==> config.mk <==
export PLATFORM = sky130hd
export DESIGN_NAME = thor_align
export DESIGN_NICKNAME = d
export VERILOG_FILES = /design/src/thor_pkg.sv /design/src/thor_inslength.sv /design/src/thor_byte_queue.sv /design/src/thor_fetch_ctrl.sv /design/src/thor_ins_extract.sv /design/src/thor_align.sv
export SDC_FILE = /design/constraint.sdc
export NUM_CORES = 2
export LEC_CHECK = 0
export ABC_CLOCK_PERIOD_IN_PS = 27600
export BUFFER_PORTS_ARGS = -buffer_cell sky130_fd_sc_hd__buf_4
export CORE_MARGIN = 2
export CORE_UTILIZATION = 30
export CTS_BUF_LIST = sky130_fd_sc_hd__clkbuf_8
export DETAILED_ROUTE_END_ITERATION = 16
export PLACE_DENSITY_LB_ADDON = 0.2
export SLEW_MARGIN = 10
export SYNTH_ARGS = -nofsm -noshare
export SYNTH_HDL_FRONTEND = slang
export SYNTH_HIERARCHICAL = 1
export SYNTH_SLANG_ARGS = --single-unit
==> constraint.sdc <==
create_clock -name clk -period 27.6 [get_ports clk]
set_input_delay 4.14 -clock clk [delete_from_list [all_inputs] [get_ports clk]]
set_output_delay 4.14 -clock clk [all_outputs]
set_load 0.05 [all_outputs]
==> src/thor_pkg.sv <==
// Shared widths, opcodes and bus structs for the instruction alignment front end
package thor_pkg;

  // ======================================================================
  // Widths
  // ======================================================================

  // Bytes delivered by one instruction memory fetch
  localparam int FETCH_BYTES = 8;
  // Longest instruction the length decoder can report
  localparam int MAX_INS_BYTES = 8;
  // Width of the queue fill count, roomy enough for any practical depth
  localparam int COUNT_W = 16;

  // ======================================================================
  // Opcodes
  // ======================================================================

  // Only the first byte of an instruction matters to the front end.
  // Rows 0x2x and 0x3x are branches and 0xDx and 0xEx are indexed memory ops,
  // so the named members there just document a few of them
  typedef enum logic [7:0] {
    BRK    = 8'h00, R1     = 8'h01, R2     = 8'h02, R3     = 8'h03,
    ADDI   = 8'h04, SUBFI  = 8'h05, MULI   = 8'h06, CSR    = 8'h07,
    ANDI   = 8'h08, ORI    = 8'h09, XORI   = 8'h0A, ADCI   = 8'h0B,
    SBCFI  = 8'h0C, MULUI  = 8'h0D, SEQI   = 8'h10, SNEI   = 8'h11,
    SLTI   = 8'h12, SGTI   = 8'h13, SLTUI  = 8'h14, SGTUI  = 8'h15,
    JEQZ   = 8'h18, JNEZ   = 8'h19, DJEQZ  = 8'h1A, DJNEZ  = 8'h1B,
    BEQ    = 8'h20, BNE    = 8'h21, BLT    = 8'h22, BGE    = 8'h23,
    DBEQ   = 8'h30, DBNE   = 8'h31, DIVI   = 8'h40, CPUID  = 8'h41,
    DIVIL  = 8'h42, MUX    = 8'h43, ADDIL  = 8'h44, CHKI   = 8'h45,
    MULIL  = 8'h46, SNEIL  = 8'h47, ANDIL  = 8'h48, ORIL   = 8'h49,
    XORIL  = 8'h4A, SEQIL  = 8'h4B, SLTIL  = 8'h4C, SGTIL  = 8'h4D,
    MULUIL = 8'h4E, DIVUI  = 8'h4F, EXI7   = 8'h50, EXI23  = 8'h51,
    EXI41  = 8'h52, EXI55  = 8'h53, F1     = 8'h60, F2     = 8'h61,
    F3     = 8'h62, LDB    = 8'h80, LDBU   = 8'h81, LDW    = 8'h82,
    LDWU   = 8'h83, LDT    = 8'h84, LDTU   = 8'h85, LDO    = 8'h86,
    LDOS   = 8'h87, LEA    = 8'h88, STB    = 8'h90, STW    = 8'h91,
    STT    = 8'h92, STO    = 8'h93, STOS   = 8'h94, CACHE  = 8'h95,
    SYS    = 8'hA0, INT    = 8'hA1, MOV    = 8'hA2, LDBX   = 8'hD0,
    LDOX   = 8'hD6, STBX   = 8'hE0, STOX   = 8'hE3, NOP    = 8'hF0,
    RTS    = 8'hF1, RTE    = 8'hF2, SYNC   = 8'hF3, WFI    = 8'hF4
  } opcode_e;

  // ======================================================================
  // Structs
  // ======================================================================

  // One aligned instruction, opcode in the low byte and unused bytes zero
  typedef struct packed {
    logic [31:0]                  pc;
    logic [3:0]                   len;
    logic [MAX_INS_BYTES*8-1:0]   bits;
  } ins_t;

  // Fetch request, the address is always a multiple of FETCH_BYTES
  typedef struct packed {
    logic [31:0] addr;
  } fetch_req_t;

  // Fetch response, the byte at the request address sits in the low byte
  typedef struct packed {
    logic [FETCH_BYTES*8-1:0] data;
  } fetch_rsp_t;

endpackage

==> src/thor_inslength.sv <==
// Instruction length decoder that maps an opcode byte to a byte count
`timescale 1ns/10ps

module thor_inslength (
  input  thor_pkg::opcode_e opcode,
  output logic [3:0]        len
);
  import thor_pkg::*;

  // Named rows are matched before the wildcard rows, so a listed opcode
  // always wins over its row default
  always_comb begin
    casez (opcode)
      // Two byte forms, the same as the default but listed for clarity
      BRK, NOP, RTS, RTE, EXI7, SYNC, WFI: begin
        len = 4'd2;
      end
      // Register forms with a single source
      R1, MOV, SYS, INT: begin
        len = 4'd4;
      end
      // Short immediate forms
      ADDI, SUBFI, MULI, ANDI, ORI, XORI, ADCI, SBCFI, MULUI,
      SEQI, SNEI, SLTI, SGTI, SLTUI, SGTUI, DIVI, DIVUI, CPUID: begin
        len = 4'd4;
      end
      // Short branches on zero and the 23 bit extension prefix
      JEQZ, JNEZ, DJEQZ, DJNEZ, EXI23, F1: begin
        len = 4'd4;
      end
      // Stack relative load and store fit in four bytes
      LDOS, STOS: begin
        len = 4'd4;
      end
      // Two and three source register forms
      R2, R3, CSR, MUX, F2, F3: begin
        len = 4'd6;
      end
      // Long immediate forms
      ADDIL, MULIL, DIVIL, ANDIL, ORIL, XORIL, SEQIL, SNEIL,
      SLTIL, SGTIL, MULUIL, CHKI, EXI41: begin
        len = 4'd6;
      end
      // Loads and stores with a displacement
      LDB, LDBU, LDW, LDWU, LDT, LDTU, LDO, LEA,
      STB, STW, STT, STO, CACHE: begin
        len = 4'd6;
      end
      // The 55 bit extension prefix is the only eight byte form
      EXI55: begin
        len = 4'd8;
      end
      // Branch rows
      8'h2?, 8'h3?: begin
        len = 4'd6;
      end
      // Indexed memory rows
      8'hD?, 8'hE?: begin
        len = 4'd6;
      end
      default: begin
        len = 4'd2;
      end
    endcase
  end

endmodule

==> src/thor_byte_queue.sv <==
// Circular byte queue that takes fetch words with a start offset and pops whole instructions
`timescale 1ns/10ps

module thor_byte_queue #(
  parameter int QUEUE_BYTES = 16
) (
  input  logic                         clk,
  input  logic                         arst_n,
  input  logic                         flush,
  input  logic                         push_valid,
  input  logic [63:0]                  push_data,
  input  logic [2:0]                   push_offset,
  input  logic                         pop_valid,
  input  logic [3:0]                   pop_len,
  output logic [thor_pkg::COUNT_W-1:0] count,
  output logic [63:0]                  head
);
  import thor_pkg::*;

  localparam int PTR_W = $clog2(QUEUE_BYTES);

  // Byte storage, the pointers wrap naturally since the depth is a power of two
  logic [7:0]       mem [QUEUE_BYTES];
  logic [PTR_W-1:0] rd_ptr;
  logic [PTR_W-1:0] wr_ptr;
  logic [3:0]       push_len;
  logic [3:0]       pop_n;
  logic [63:0]      push_shift;

  // A push keeps the bytes from push_offset upward
  assign push_len   = push_valid ? 4'(FETCH_BYTES) - {1'b0, push_offset} : 4'd0;
  assign pop_n      = pop_valid ? pop_len : 4'd0;
  assign push_shift = push_data >> {push_offset, 3'b000};

  // ======================================================================
  // Pointers and fill count
  // ======================================================================

  always_ff @(posedge clk or negedge arst_n) begin
    if (!arst_n) begin
      rd_ptr <= '0;
      wr_ptr <= '0;
      count  <= '0;
    end else if (flush) begin
      // A flush drops every byte, including any push or pop of this cycle
      rd_ptr <= '0;
      wr_ptr <= '0;
      count  <= '0;
    end else begin
      wr_ptr <= wr_ptr + PTR_W'(push_len);
      rd_ptr <= rd_ptr + PTR_W'(pop_n);
      count  <= count + COUNT_W'(push_len) - COUNT_W'(pop_n);
    end
  end

  // ======================================================================
  // Storage
  // ======================================================================

  // Up to eight bytes land at the write pointer in one cycle
  always_ff @(posedge clk) begin
    for (int i = 0; i < FETCH_BYTES; i++) begin
      if (!flush && (i < int'(push_len))) begin
        mem[wr_ptr + PTR_W'(i)] <= push_shift[i*8 +: 8];
      end
    end
  end

  // Head window, bytes beyond the fill count read as zero so that an
  // empty queue shows a zero opcode
  always_comb begin
    for (int i = 0; i < FETCH_BYTES; i++) begin
      if (COUNT_W'(i) < count) begin
        head[i*8 +: 8] = mem[rd_ptr + PTR_W'(i)];
      end else begin
        head[i*8 +: 8] = 8'h00;
      end
    end
  end

endmodule

==> src/thor_fetch_ctrl.sv <==
// Fetch sequencer that issues word requests, pushes responses and handles redirects
`timescale 1ns/10ps

module thor_fetch_ctrl #(
  parameter int          QUEUE_BYTES = 16,
  parameter logic [31:0] RESET_PC    = 32'h0
) (
  input  logic                         clk,
  input  logic                         arst_n,
  input  logic                         redirect_valid,
  input  logic [31:0]                  redirect_pc,
  input  logic                         fetch_rsp_valid,
  input  thor_pkg::fetch_rsp_t         fetch_rsp,
  input  logic [thor_pkg::COUNT_W-1:0] count,
  output logic                         fetch_req_valid,
  output thor_pkg::fetch_req_t         fetch_req,
  output logic                         push_valid,
  output logic [63:0]                  push_data,
  output logic [2:0]                   push_offset,
  output logic                         flush
);
  import thor_pkg::*;

  localparam int FILL_W = COUNT_W + 1;

  logic [31:0]       next_addr;
  logic              outstanding;
  logic              stale;
  logic [2:0]        start_off;
  logic [31:0]       redir_base;
  logic              busy_after;
  logic [FILL_W-1:0] fill_next;
  logic              room;
  logic              issue;
  logic [31:0]       issue_addr;

  // A stale response and any response in a redirect cycle belong to the
  // old stream and never reach the queue
  assign flush       = redirect_valid;
  assign push_valid  = fetch_rsp_valid && !stale && !redirect_valid;
  assign push_data   = fetch_rsp.data;
  assign push_offset = start_off;

  assign redir_base = {redirect_pc[31:3], 3'b000};
  // Still waiting after this edge
  assign busy_after = outstanding && !fetch_rsp_valid;
  // Fill level once this cycle's push lands, pops are ignored to stay safe
  assign fill_next  = FILL_W'(count) + (push_valid ? FILL_W'(FETCH_BYTES - start_off) : '0);
  assign room       = (fill_next + FILL_W'(FETCH_BYTES)) <= FILL_W'(QUEUE_BYTES);

  // The queue is flushed on a redirect, so only the outstanding request
  // can hold the new fetch back
  always_comb begin
    if (redirect_valid) begin
      issue      = !busy_after;
      issue_addr = redir_base;
    end else begin
      issue      = !busy_after && room;
      issue_addr = next_addr;
    end
  end

  always_ff @(posedge clk or negedge arst_n) begin
    if (!arst_n) begin
      fetch_req_valid <= 1'b0;
      outstanding     <= 1'b0;
      stale           <= 1'b0;
      next_addr       <= {RESET_PC[31:3], 3'b000};
      start_off       <= RESET_PC[2:0];
    end else begin
      fetch_req_valid <= issue;
      outstanding     <= issue || busy_after;
      // The request still in flight at a redirect is answered with old data
      if (redirect_valid) begin
        stale <= busy_after;
      end else if (fetch_rsp_valid) begin
        stale <= 1'b0;
      end
      if (issue) begin
        next_addr <= issue_addr + 32'(FETCH_BYTES);
      end else if (redirect_valid) begin
        next_addr <= redir_base;
      end
      // Only the first word after a redirect starts part way in
      if (redirect_valid) begin
        start_off <= redirect_pc[2:0];
      end else if (push_valid) begin
        start_off <= 3'd0;
      end
    end
  end

  always_ff @(posedge clk) begin
    if (issue) begin
      fetch_req.addr <= issue_addr;
    end
  end

endmodule

==> src/thor_ins_extract.sv <==
// Instruction extractor that pops complete instructions from the queue head
`timescale 1ns/10ps

module thor_ins_extract #(
  parameter logic [31:0] RESET_PC = 32'h0
) (
  input  logic                         clk,
  input  logic                         arst_n,
  input  logic                         redirect_valid,
  input  logic [31:0]                  redirect_pc,
  input  logic [thor_pkg::COUNT_W-1:0] count,
  input  logic [63:0]                  head,
  output logic                         pop_valid,
  output logic [3:0]                   pop_len,
  output logic                         ins_valid,
  output thor_pkg::ins_t               ins
);
  import thor_pkg::*;

  opcode_e                    opcode;
  logic [3:0]                 dec_len;
  logic                       complete;
  logic [31:0]                pc;
  logic [MAX_INS_BYTES*8-1:0] bits_masked;

  assign opcode = opcode_e'(head[7:0]);

  thor_inslength u_inslength (
    .opcode (opcode),
    .len    (dec_len)
  );

  // An empty queue shows BRK with two bytes needed, so it never pops
  assign complete  = count >= COUNT_W'(dec_len);
  // Nothing from the old stream leaves once a redirect is seen
  assign pop_valid = complete && !redirect_valid;
  assign pop_len   = dec_len;

  // Bytes past the instruction belong to the next one
  always_comb begin
    for (int i = 0; i < MAX_INS_BYTES; i++) begin
      bits_masked[i*8 +: 8] = (i < int'(dec_len)) ? head[i*8 +: 8] : 8'h00;
    end
  end

  always_ff @(posedge clk or negedge arst_n) begin
    if (!arst_n) begin
      ins_valid <= 1'b0;
      pc        <= RESET_PC;
    end else begin
      ins_valid <= pop_valid;
      if (redirect_valid) begin
        pc <= redirect_pc;
      end else if (pop_valid) begin
        pc <= pc + 32'(dec_len);
      end
    end
  end

  always_ff @(posedge clk) begin
    if (pop_valid) begin
      ins.pc   <= pc;
      ins.len  <= dec_len;
      ins.bits <= bits_masked;
    end
  end

endmodule

==> src/thor_align.sv <==
// Instruction alignment front end that turns fetch words into whole instructions
`timescale 1ns/10ps

module thor_align #(
  parameter int          QUEUE_BYTES = 16,
  parameter logic [31:0] RESET_PC    = 32'h0000_1000
) (
  input  logic                 clk,
  input  logic                 arst_n,
  output logic                 fetch_req_valid,
  output thor_pkg::fetch_req_t fetch_req,
  input  logic                 fetch_rsp_valid,
  input  thor_pkg::fetch_rsp_t fetch_rsp,
  input  logic                 redirect_valid,
  input  logic [31:0]          redirect_pc,
  output logic                 ins_valid,
  output thor_pkg::ins_t       ins
);
  import thor_pkg::*;

  // Fetch side into the queue
  logic               push_valid;
  logic [63:0]        push_data;
  logic [2:0]         push_offset;
  logic               flush;
  // Queue state seen by both the fetch side and the extractor
  logic [COUNT_W-1:0] count;
  logic [63:0]        head;
  logic               pop_valid;
  logic [3:0]         pop_len;

  thor_fetch_ctrl #(
    .QUEUE_BYTES (QUEUE_BYTES),
    .RESET_PC    (RESET_PC)
  ) u_fetch_ctrl (
    .clk             (clk),
    .arst_n          (arst_n),
    .redirect_valid  (redirect_valid),
    .redirect_pc     (redirect_pc),
    .fetch_rsp_valid (fetch_rsp_valid),
    .fetch_rsp       (fetch_rsp),
    .count           (count),
    .fetch_req_valid (fetch_req_valid),
    .fetch_req       (fetch_req),
    .push_valid      (push_valid),
    .push_data       (push_data),
    .push_offset     (push_offset),
    .flush           (flush)
  );

  thor_byte_queue #(
    .QUEUE_BYTES (QUEUE_BYTES)
  ) u_byte_queue (
    .clk         (clk),
    .arst_n      (arst_n),
    .flush       (flush),
    .push_valid  (push_valid),
    .push_data   (push_data),
    .push_offset (push_offset),
    .pop_valid   (pop_valid),
    .pop_len     (pop_len),
    .count       (count),
    .head        (head)
  );

  thor_ins_extract #(
    .RESET_PC (RESET_PC)
  ) u_ins_extract (
    .clk            (clk),
    .arst_n         (arst_n),
    .redirect_valid (redirect_valid),
    .redirect_pc    (redirect_pc),
    .count          (count),
    .head           (head),
    .pop_valid      (pop_valid),
    .pop_len        (pop_len),
    .ins_valid      (ins_valid),
    .ins            (ins)
  );

endmodule

# == After elaboration in Yosys (flattened, before gate mapping) ==
# Memory sizes are Yosys's and may differ from the RTL's. A register that Yosys moved wholly into a read port is not among the register bits.
# Index checks and enable logic that the tools add are counted.
# classes
add_sub_neg,24
n_lt_le_gt_ge,26
n_eq_ne,67
shift,1
muxes,33
n_reduce_logical,37
# op_table
cell,count
== test 8 x 7 -> 1 bit (second input constant),22
== test 8 bit (second input constant),18
2-to-1 mux 32 bit,4
== test 8 x 5 -> 1 bit (second input constant),10
less-than comparator 3 x 16 -> 1 bit (first input constant),4
right shift 64 x 6 -> 64 bit,1
== test 8 x 4 -> 1 bit (second input constant),6
OR reduction 36 bit,1
adder 32 x 4 -> 32 bit,1
adder 32 x 4 -> 32 bit (second input constant),1
adder 4 x 3 -> 4 bit (second input constant),8
== test 8 x 3 -> 1 bit (second input constant),4
less-than comparator 1 x 16 -> 1 bit (first input constant),2
less-than comparator 2 x 16 -> 1 bit (first input constant),2
less-than comparator 3 x 4 -> 1 bit (first input constant),8
OR reduction 30 bit,1
2-to-1 mux 1 bit,19
adder 16 x 17 -> 17 bit,1
adder 17 x 4 -> 17 bit (second input constant),1
less-or-equal comparator 17 x 5 -> 1 bit (second input constant),1
2-to-1 mux 17 bit,1
adder 16 x 4 -> 16 bit,1
adder 4 x 2 -> 4 bit (second input constant),4
== test 8 x 2 -> 1 bit (second input constant),2
21 further kinds,65
# word_totals
regBits,171
mem_bits_rw,128
input_bits,100
wordCells,203
mem_count,1
# mem_list
name,words,width,rd,rd_clocked_by_memory_dff,write_ports,line_no,source
u_byte_queue.mem,16,8,8,7,8,thor_byte_queue.sv:23,logic [7:0] mem [QUEUE_BYTES];

# == Depth between registers and ports, before layout ==
# depth
ltp_word,10
mapped_depth,33
ltp_nobuf,29

# == Modules after synthesis ==
# Netlist, hierarchy kept.
# modules_own_cells
module,n_inst,cells_each,area_per_inst_um2,seq_area_each_um2
thor_byte_queue,1,2428,22449.0,4444.3
thor_ins_extract,1,407,5569.1,3829.9
thor_fetch_ctrl,1,393,4286.6,1913.1
thor_inslength,1,62,397.9,0.0

# == Worst setup path before layout ==
# No wires, ideal clock.
# synth_timing
path_type,reg2reg
start,register u_byte_queue.rd_ptr[0]
end,register u_byte_queue/count[14] in the netlist's numbering
setup_ps,125
t_arrival_ps,11981
setup_slack_ps,15495
path_stages_with_launch,28
path_buffers,7
period_less_slack_ps,12105
path_cell_list,dfrtp_1 -> buf_2 -> buf_4 -> buf_2 -> buf_1 -> mux4_2 -> mux4_2 -> nor2b_1 -> or2_2 -> nor4b_1 -> clkbuf_1 -> inv_1 -> ha_1 -> a211oi_1 -> nand4_1 -> o21ba_1 -> buf_2 -> buf_2 -> nor2_1 -> nand2_1 -> fa_1 -> ha_1 -> a211o_1 -> o211ai_1 -> a2111oi_0 -> o32ai_1 -> a21oi_1 -> mux2_2
# synth_between
elab_chain_len,10
elab_cells_between_ends,77
cone_classes,1 x add/sub; 1 x order compare; 67 x eq/ne; 4 x mux; 3 x reduce/logical; 1 x memory
# synth_rtl
item,line_no,source
"start, declared",thor_byte_queue.sv:24,logic [PTR_W-1:0] rd_ptr;
"start signal, assigned",thor_byte_queue.sv:51,rd_ptr <= rd_ptr + PTR_W'(pop_n);
memory (16 x 8 bit) *,-,
2-to-1 mux 8 bit *,thor_byte_queue.sv:73,if (COUNT_W'(i) < count) begin
named net head[2],thor_align.sv:28,logic [63:0] head;
== test 8 bit (tied with other cells),thor_inslength.sv:13,casez (opcode)
OR reduction 36 bit (no line) or OR reduction 30 bit (tied branches),-,
case mux 4 bit (3 select lines) *,thor_inslength.sv:13,
named net pop_len[3],thor_align.sv:30,logic [3:0] pop_len;
greater-or-equal comparator 16 x 4 -> 1 bit *,thor_ins_extract.sv:34,assign complete = count >= COUNT_W'(dec_len);
logical AND 1 bit *,thor_ins_extract.sv:36,assign pop_valid = complete && !redirect_valid;
named net pop_valid,thor_align.sv:29,logic pop_valid;
2-to-1 mux 4 bit *,thor_byte_queue.sv:32,assign pop_n = pop_valid ? pop_len : 4'd0;
subtractor 16 x 4 -> 16 bit *,thor_byte_queue.sv:52,count <= count + COUNT_W'(push_len) - COUNT_W'(pop_n);
2-to-1 mux 16 bit *,thor_byte_queue.sv:44,end else if (flush) begin
"end signal, assigned",thor_byte_queue.sv:52,
"end, declared",thor_byte_queue.sv:15,"output logic [thor_pkg::COUNT_W-1:0] count,"
# The timed path passes the listed nets; every way through them passes the cells marked *.
# A chain may end at the register's enable or synchronous reset.

# == Final worst setup path ==
# layout_timing
start,register u_byte_queue/count[5] in the netlist's numbering
end,register u_byte_queue/count[12] in the netlist's numbering
# layout_between
elab_chain_len,10
elab_cells_between_ends,78
cone_classes,2 x add/sub; 2 x order compare; 67 x eq/ne; 4 x mux; 3 x reduce/logical
# layout_rtl
item,line_no
less-than comparator 1 x 16 -> 1 bit *,thor_byte_queue.sv:73
2-to-1 mux 8 bit *,thor_byte_queue.sv:73
named net head[7],thor_align.sv:28
== test 8 bit (tied with other cells),thor_inslength.sv:13
OR reduction 36 bit (no line) or OR reduction 30 bit (tied branches),-
case mux 4 bit (3 select lines) *,thor_inslength.sv:13
named net pop_len[2],thor_align.sv:30
greater-or-equal comparator 16 x 4 -> 1 bit *,thor_ins_extract.sv:34
logical AND 1 bit *,thor_ins_extract.sv:36
named net pop_valid,thor_align.sv:29
2-to-1 mux 4 bit *,thor_byte_queue.sv:32
subtractor 16 x 4 -> 16 bit *,thor_byte_queue.sv:52
2-to-1 mux 16 bit *,thor_byte_queue.sv:44
# Marked as above.

==> reports/metrics.cfg <==
[status]
outcome = finished, final reports clean

[synth]
yosys.area.top_type_share_pct = 23.9
ys_seq_elements = 355
synthTopCellsByCount = 260 x edfxtp_1, 188 x nand2_1, 177 x nor2_1
netlist_instances = 3290
ys_warn_count = 6
yosysMostFrequentCell = edfxtp_1
synth_area_leaders = edfxtp_1 24%, mux4_2 12%, dfrtp_1 7.1%, mux2i_1 5.3%, o22ai_1 3.2%
synth_top_flop_cell = edfxtp_1
syn_area_um2 = 32700
async_flop_share_pct = 26.8
seq_area_frac_synth_pct = 31.2
synth_area_leader_cell = edfxtp_1
synth_nets = 3458
yosysUniqueCellTypes = 124
synth.avg_cell_area_um2 = 9.94
synth-edff-count = 260

[clock_network]
cts_resized = 0
cts_tree = done
h-tree-depth = 2
cts_root_buf = clkbuf_8
clock_latency_ns = 0.69
ctsHoldBuffers = 0
clock_path_buffers = 3
cts_buffers = 57
clkTransAtPathRegs_ns = 0.07
cts.sinks = 355
post_cts_buffers = 0

[place]
place_ws_ns = 18.43
place_congestion = 1.03
io_buffer_count = 233
hpwl_um = 136000

[power]
power_density_nw_per_um2 = 87.2
leakagePower_uw = 0.0131
irDropWorstVdd_v = 0.0000645

[setup_path]
required_ns = 28.17
reg2reg_to = u_byte_queue/count[12]$_DFF_PN0_
critPathMaxStageDelay_ns = 0.77
path_common_cell = inv_1
r2r_start = u_byte_queue/count[5]$_DFF_PN0_
path_class = register to register
worstPathMaxFanout = 28
critical_path.top_delay_family = simple AND/OR/NAND/NOR gates
start_kind = register
reg2reg_depth = 29
worst-path-buf-inv = 5
end_kind = register
cp_slowest_cell = a2111oi_0
rrSetupSlack_ns = 18.34
crit_arrival_ns = 9.83

[floorplan]
io_pins = 234
coreArea_um2 = 109000
dieArea_um2 = 112000
die_h_um = 334
initial_core_util_pct = 30.1
rows = 121
fp.dieW_um = 334

[grt]
grt_pass1_wl_um = 254000
gr-total-overflow = 0
grt_max_degree = 81
grt_pass1_vias = 29810
grt_use_total_pct = 32.5
antenna_found_initial = 11

[routing]
finalWirelength_um = 187000
ant_nets = 0
wire_per_inst_um = 38.7
drt_iter0_drc = 4609
drc = 0
route.vias.total = 32231
viasPerCell = 6.67
dr.pass1.iters = 6

[sta]
worstMarginPinSlew_ns = 1.40
maxSlewHeadroom_pct = 6.22
fin_crit_ns = 9.26
drv_slew = 0
hold_viol = 0
fin_tns_setup_ns = 0
worst_slack_ns = 18.34
fin_skew_ns = 0.0475
fmax_mhz = 108
rsz0062_at_grt = false
setup_viol = 0
whs_ns = 0.480
period_share_pct = 33.6

[worst_hold_path]
hold_path_depth = 0
min-delay-start = u_ins_extract/pc[31]$_DFFE_PN0P_
holdPathEnd = u_ins_extract/ins[99]$_DFFE_PP_
min_path_type = register to register

[cells_and_area]
fin_nets = 3538
drive_above_1_share_pct = 23.4
fin_util_pct = 33.9
synthToLayoutAreaGrowth_pct = 12.6

[run]
maxCapViolations = 0

[layout by cell type (no fill, tap or decap), types with 43 or more instances in the layout]
cell,count
a22oi_1,56
o21ai_1,53
a21oi_1,123
nand2_1,188
dfrtp_1,88
a211oi_1,96
o22ai_1,159
mux2i_1,173
clkbuf_8,63
edfxtp_1,260
nor3_1,48
inv_1,97
ha_1,59
o211ai_1,66
mux2_2,46
xnor2_1,46
a221oi_1,43
nor2_1,168
o221ai_1,63
o21ai_0,127
buf_4,361
and2_1,62
mux4_2,175
nor2b_1,122
nand3_1,84
[routing by layer]
metal / up-vias / wire [µm] / GRT usage, %
met5: - / 32 / 0
met4: 4 / 13800 / 19.6
met3: 607 / 21500 / 10.7
met2: 2314 / 76400 / 46.0
met1: 16096 / 75300 / 42.7
li1: 13210 / - / -
[final cells by class]
cell class	instances	area [µm²]
multi-input cells	2504	20600
inverters	90	338
repair buffers	362	2720
fillers	11112	71700
clock buffers	63	867
diodes	5	12.5
well taps	1414	1770
clock inverters	40	347
flip-flops and latches	355	10200
[worst max path at each step]
stage / from / to / slack, ns / depth (start not counted)
after detailed placement: u_byte_queue/count[5]$_DFF_PN0_ / u_byte_queue/count[14]$_DFF_PN0_ / 18.43 / 29
final: u_byte_queue/count[5]$_DFF_PN0_ / u_byte_queue/count[12]$_DFF_PN0_ / 18.34 / 29
after global placement: u_byte_queue/rd_ptr[0]$_DFF_PN0_ / u_byte_queue/count[14]$_DFF_PN0_ / 18.59 / 27
after floorplan: u_byte_queue/rd_ptr[0]$_DFF_PN0_ / u_byte_queue/count[14]$_DFF_PN0_ / 15.49 / 27
after CTS: u_byte_queue/count[5]$_DFF_PN0_ / u_byte_queue/count[14]$_DFF_PN0_ / 18.40 / 29
after global routing: u_byte_queue/count[5]$_DFF_PN0_ / u_byte_queue/count[12]$_DFF_PN0_ / 17.37 / 30
[metrics by stage]
step	std cells	area, µm²	power (µW)
6_report	4833	36800	3210
5_1_grt	4829	36800	3360
4_1_cts	4828	36800	3190
3_5_place_dp	4725	35600	2690
3_3_place_gp	4725	35600	2690
2_1_floorplan	3290	32700	2040
[registers in the layout, summed over array words and instances (netlist names)]
register	flops
u_fetch_ctrl/fetch_req_valid	1
u_byte_queue/wr_ptr	4
u_byte_queue/mem	128
u_fetch_ctrl/stale	1
u_ins_extract/ins_valid	1
u_fetch_ctrl/next_addr	32
u_byte_queue/count	16
u_fetch_ctrl/push_offset	3
u_byte_queue/rd_ptr	4
u_fetch_ctrl/fetch_req	32
u_ins_extract/pc	32
u_fetch_ctrl/outstanding	1
u_ins_extract/ins	100
[kinds of logic (layout without fill, tap and decap cells)]
logic type,after synthesis,after routing,share of synthesized area [%]
AOI/OAI and AO/OA,1018,1018,22.2
xor gates and xnor gates,94,94,2.56
adders and majority gates,68,68,2.79
buffers and inverters,431,555,6.69
DFF,355,355,31.2
muxes,397,397,19.1
other,1,6,0.0115
and+or+nand+nor,926,926,15.6
[report_power, final]
group / leakage, µW / internal, µW / total [µW] / switching, µW
sequential: 0.00362 / 717 / 793 / 75.5
combinational: 0.00882 / 682 / 1930 / 1240
clock: 0.000655 / 267 / 490 / 223
No activity file was read; power rests on OpenSTA's default activity.
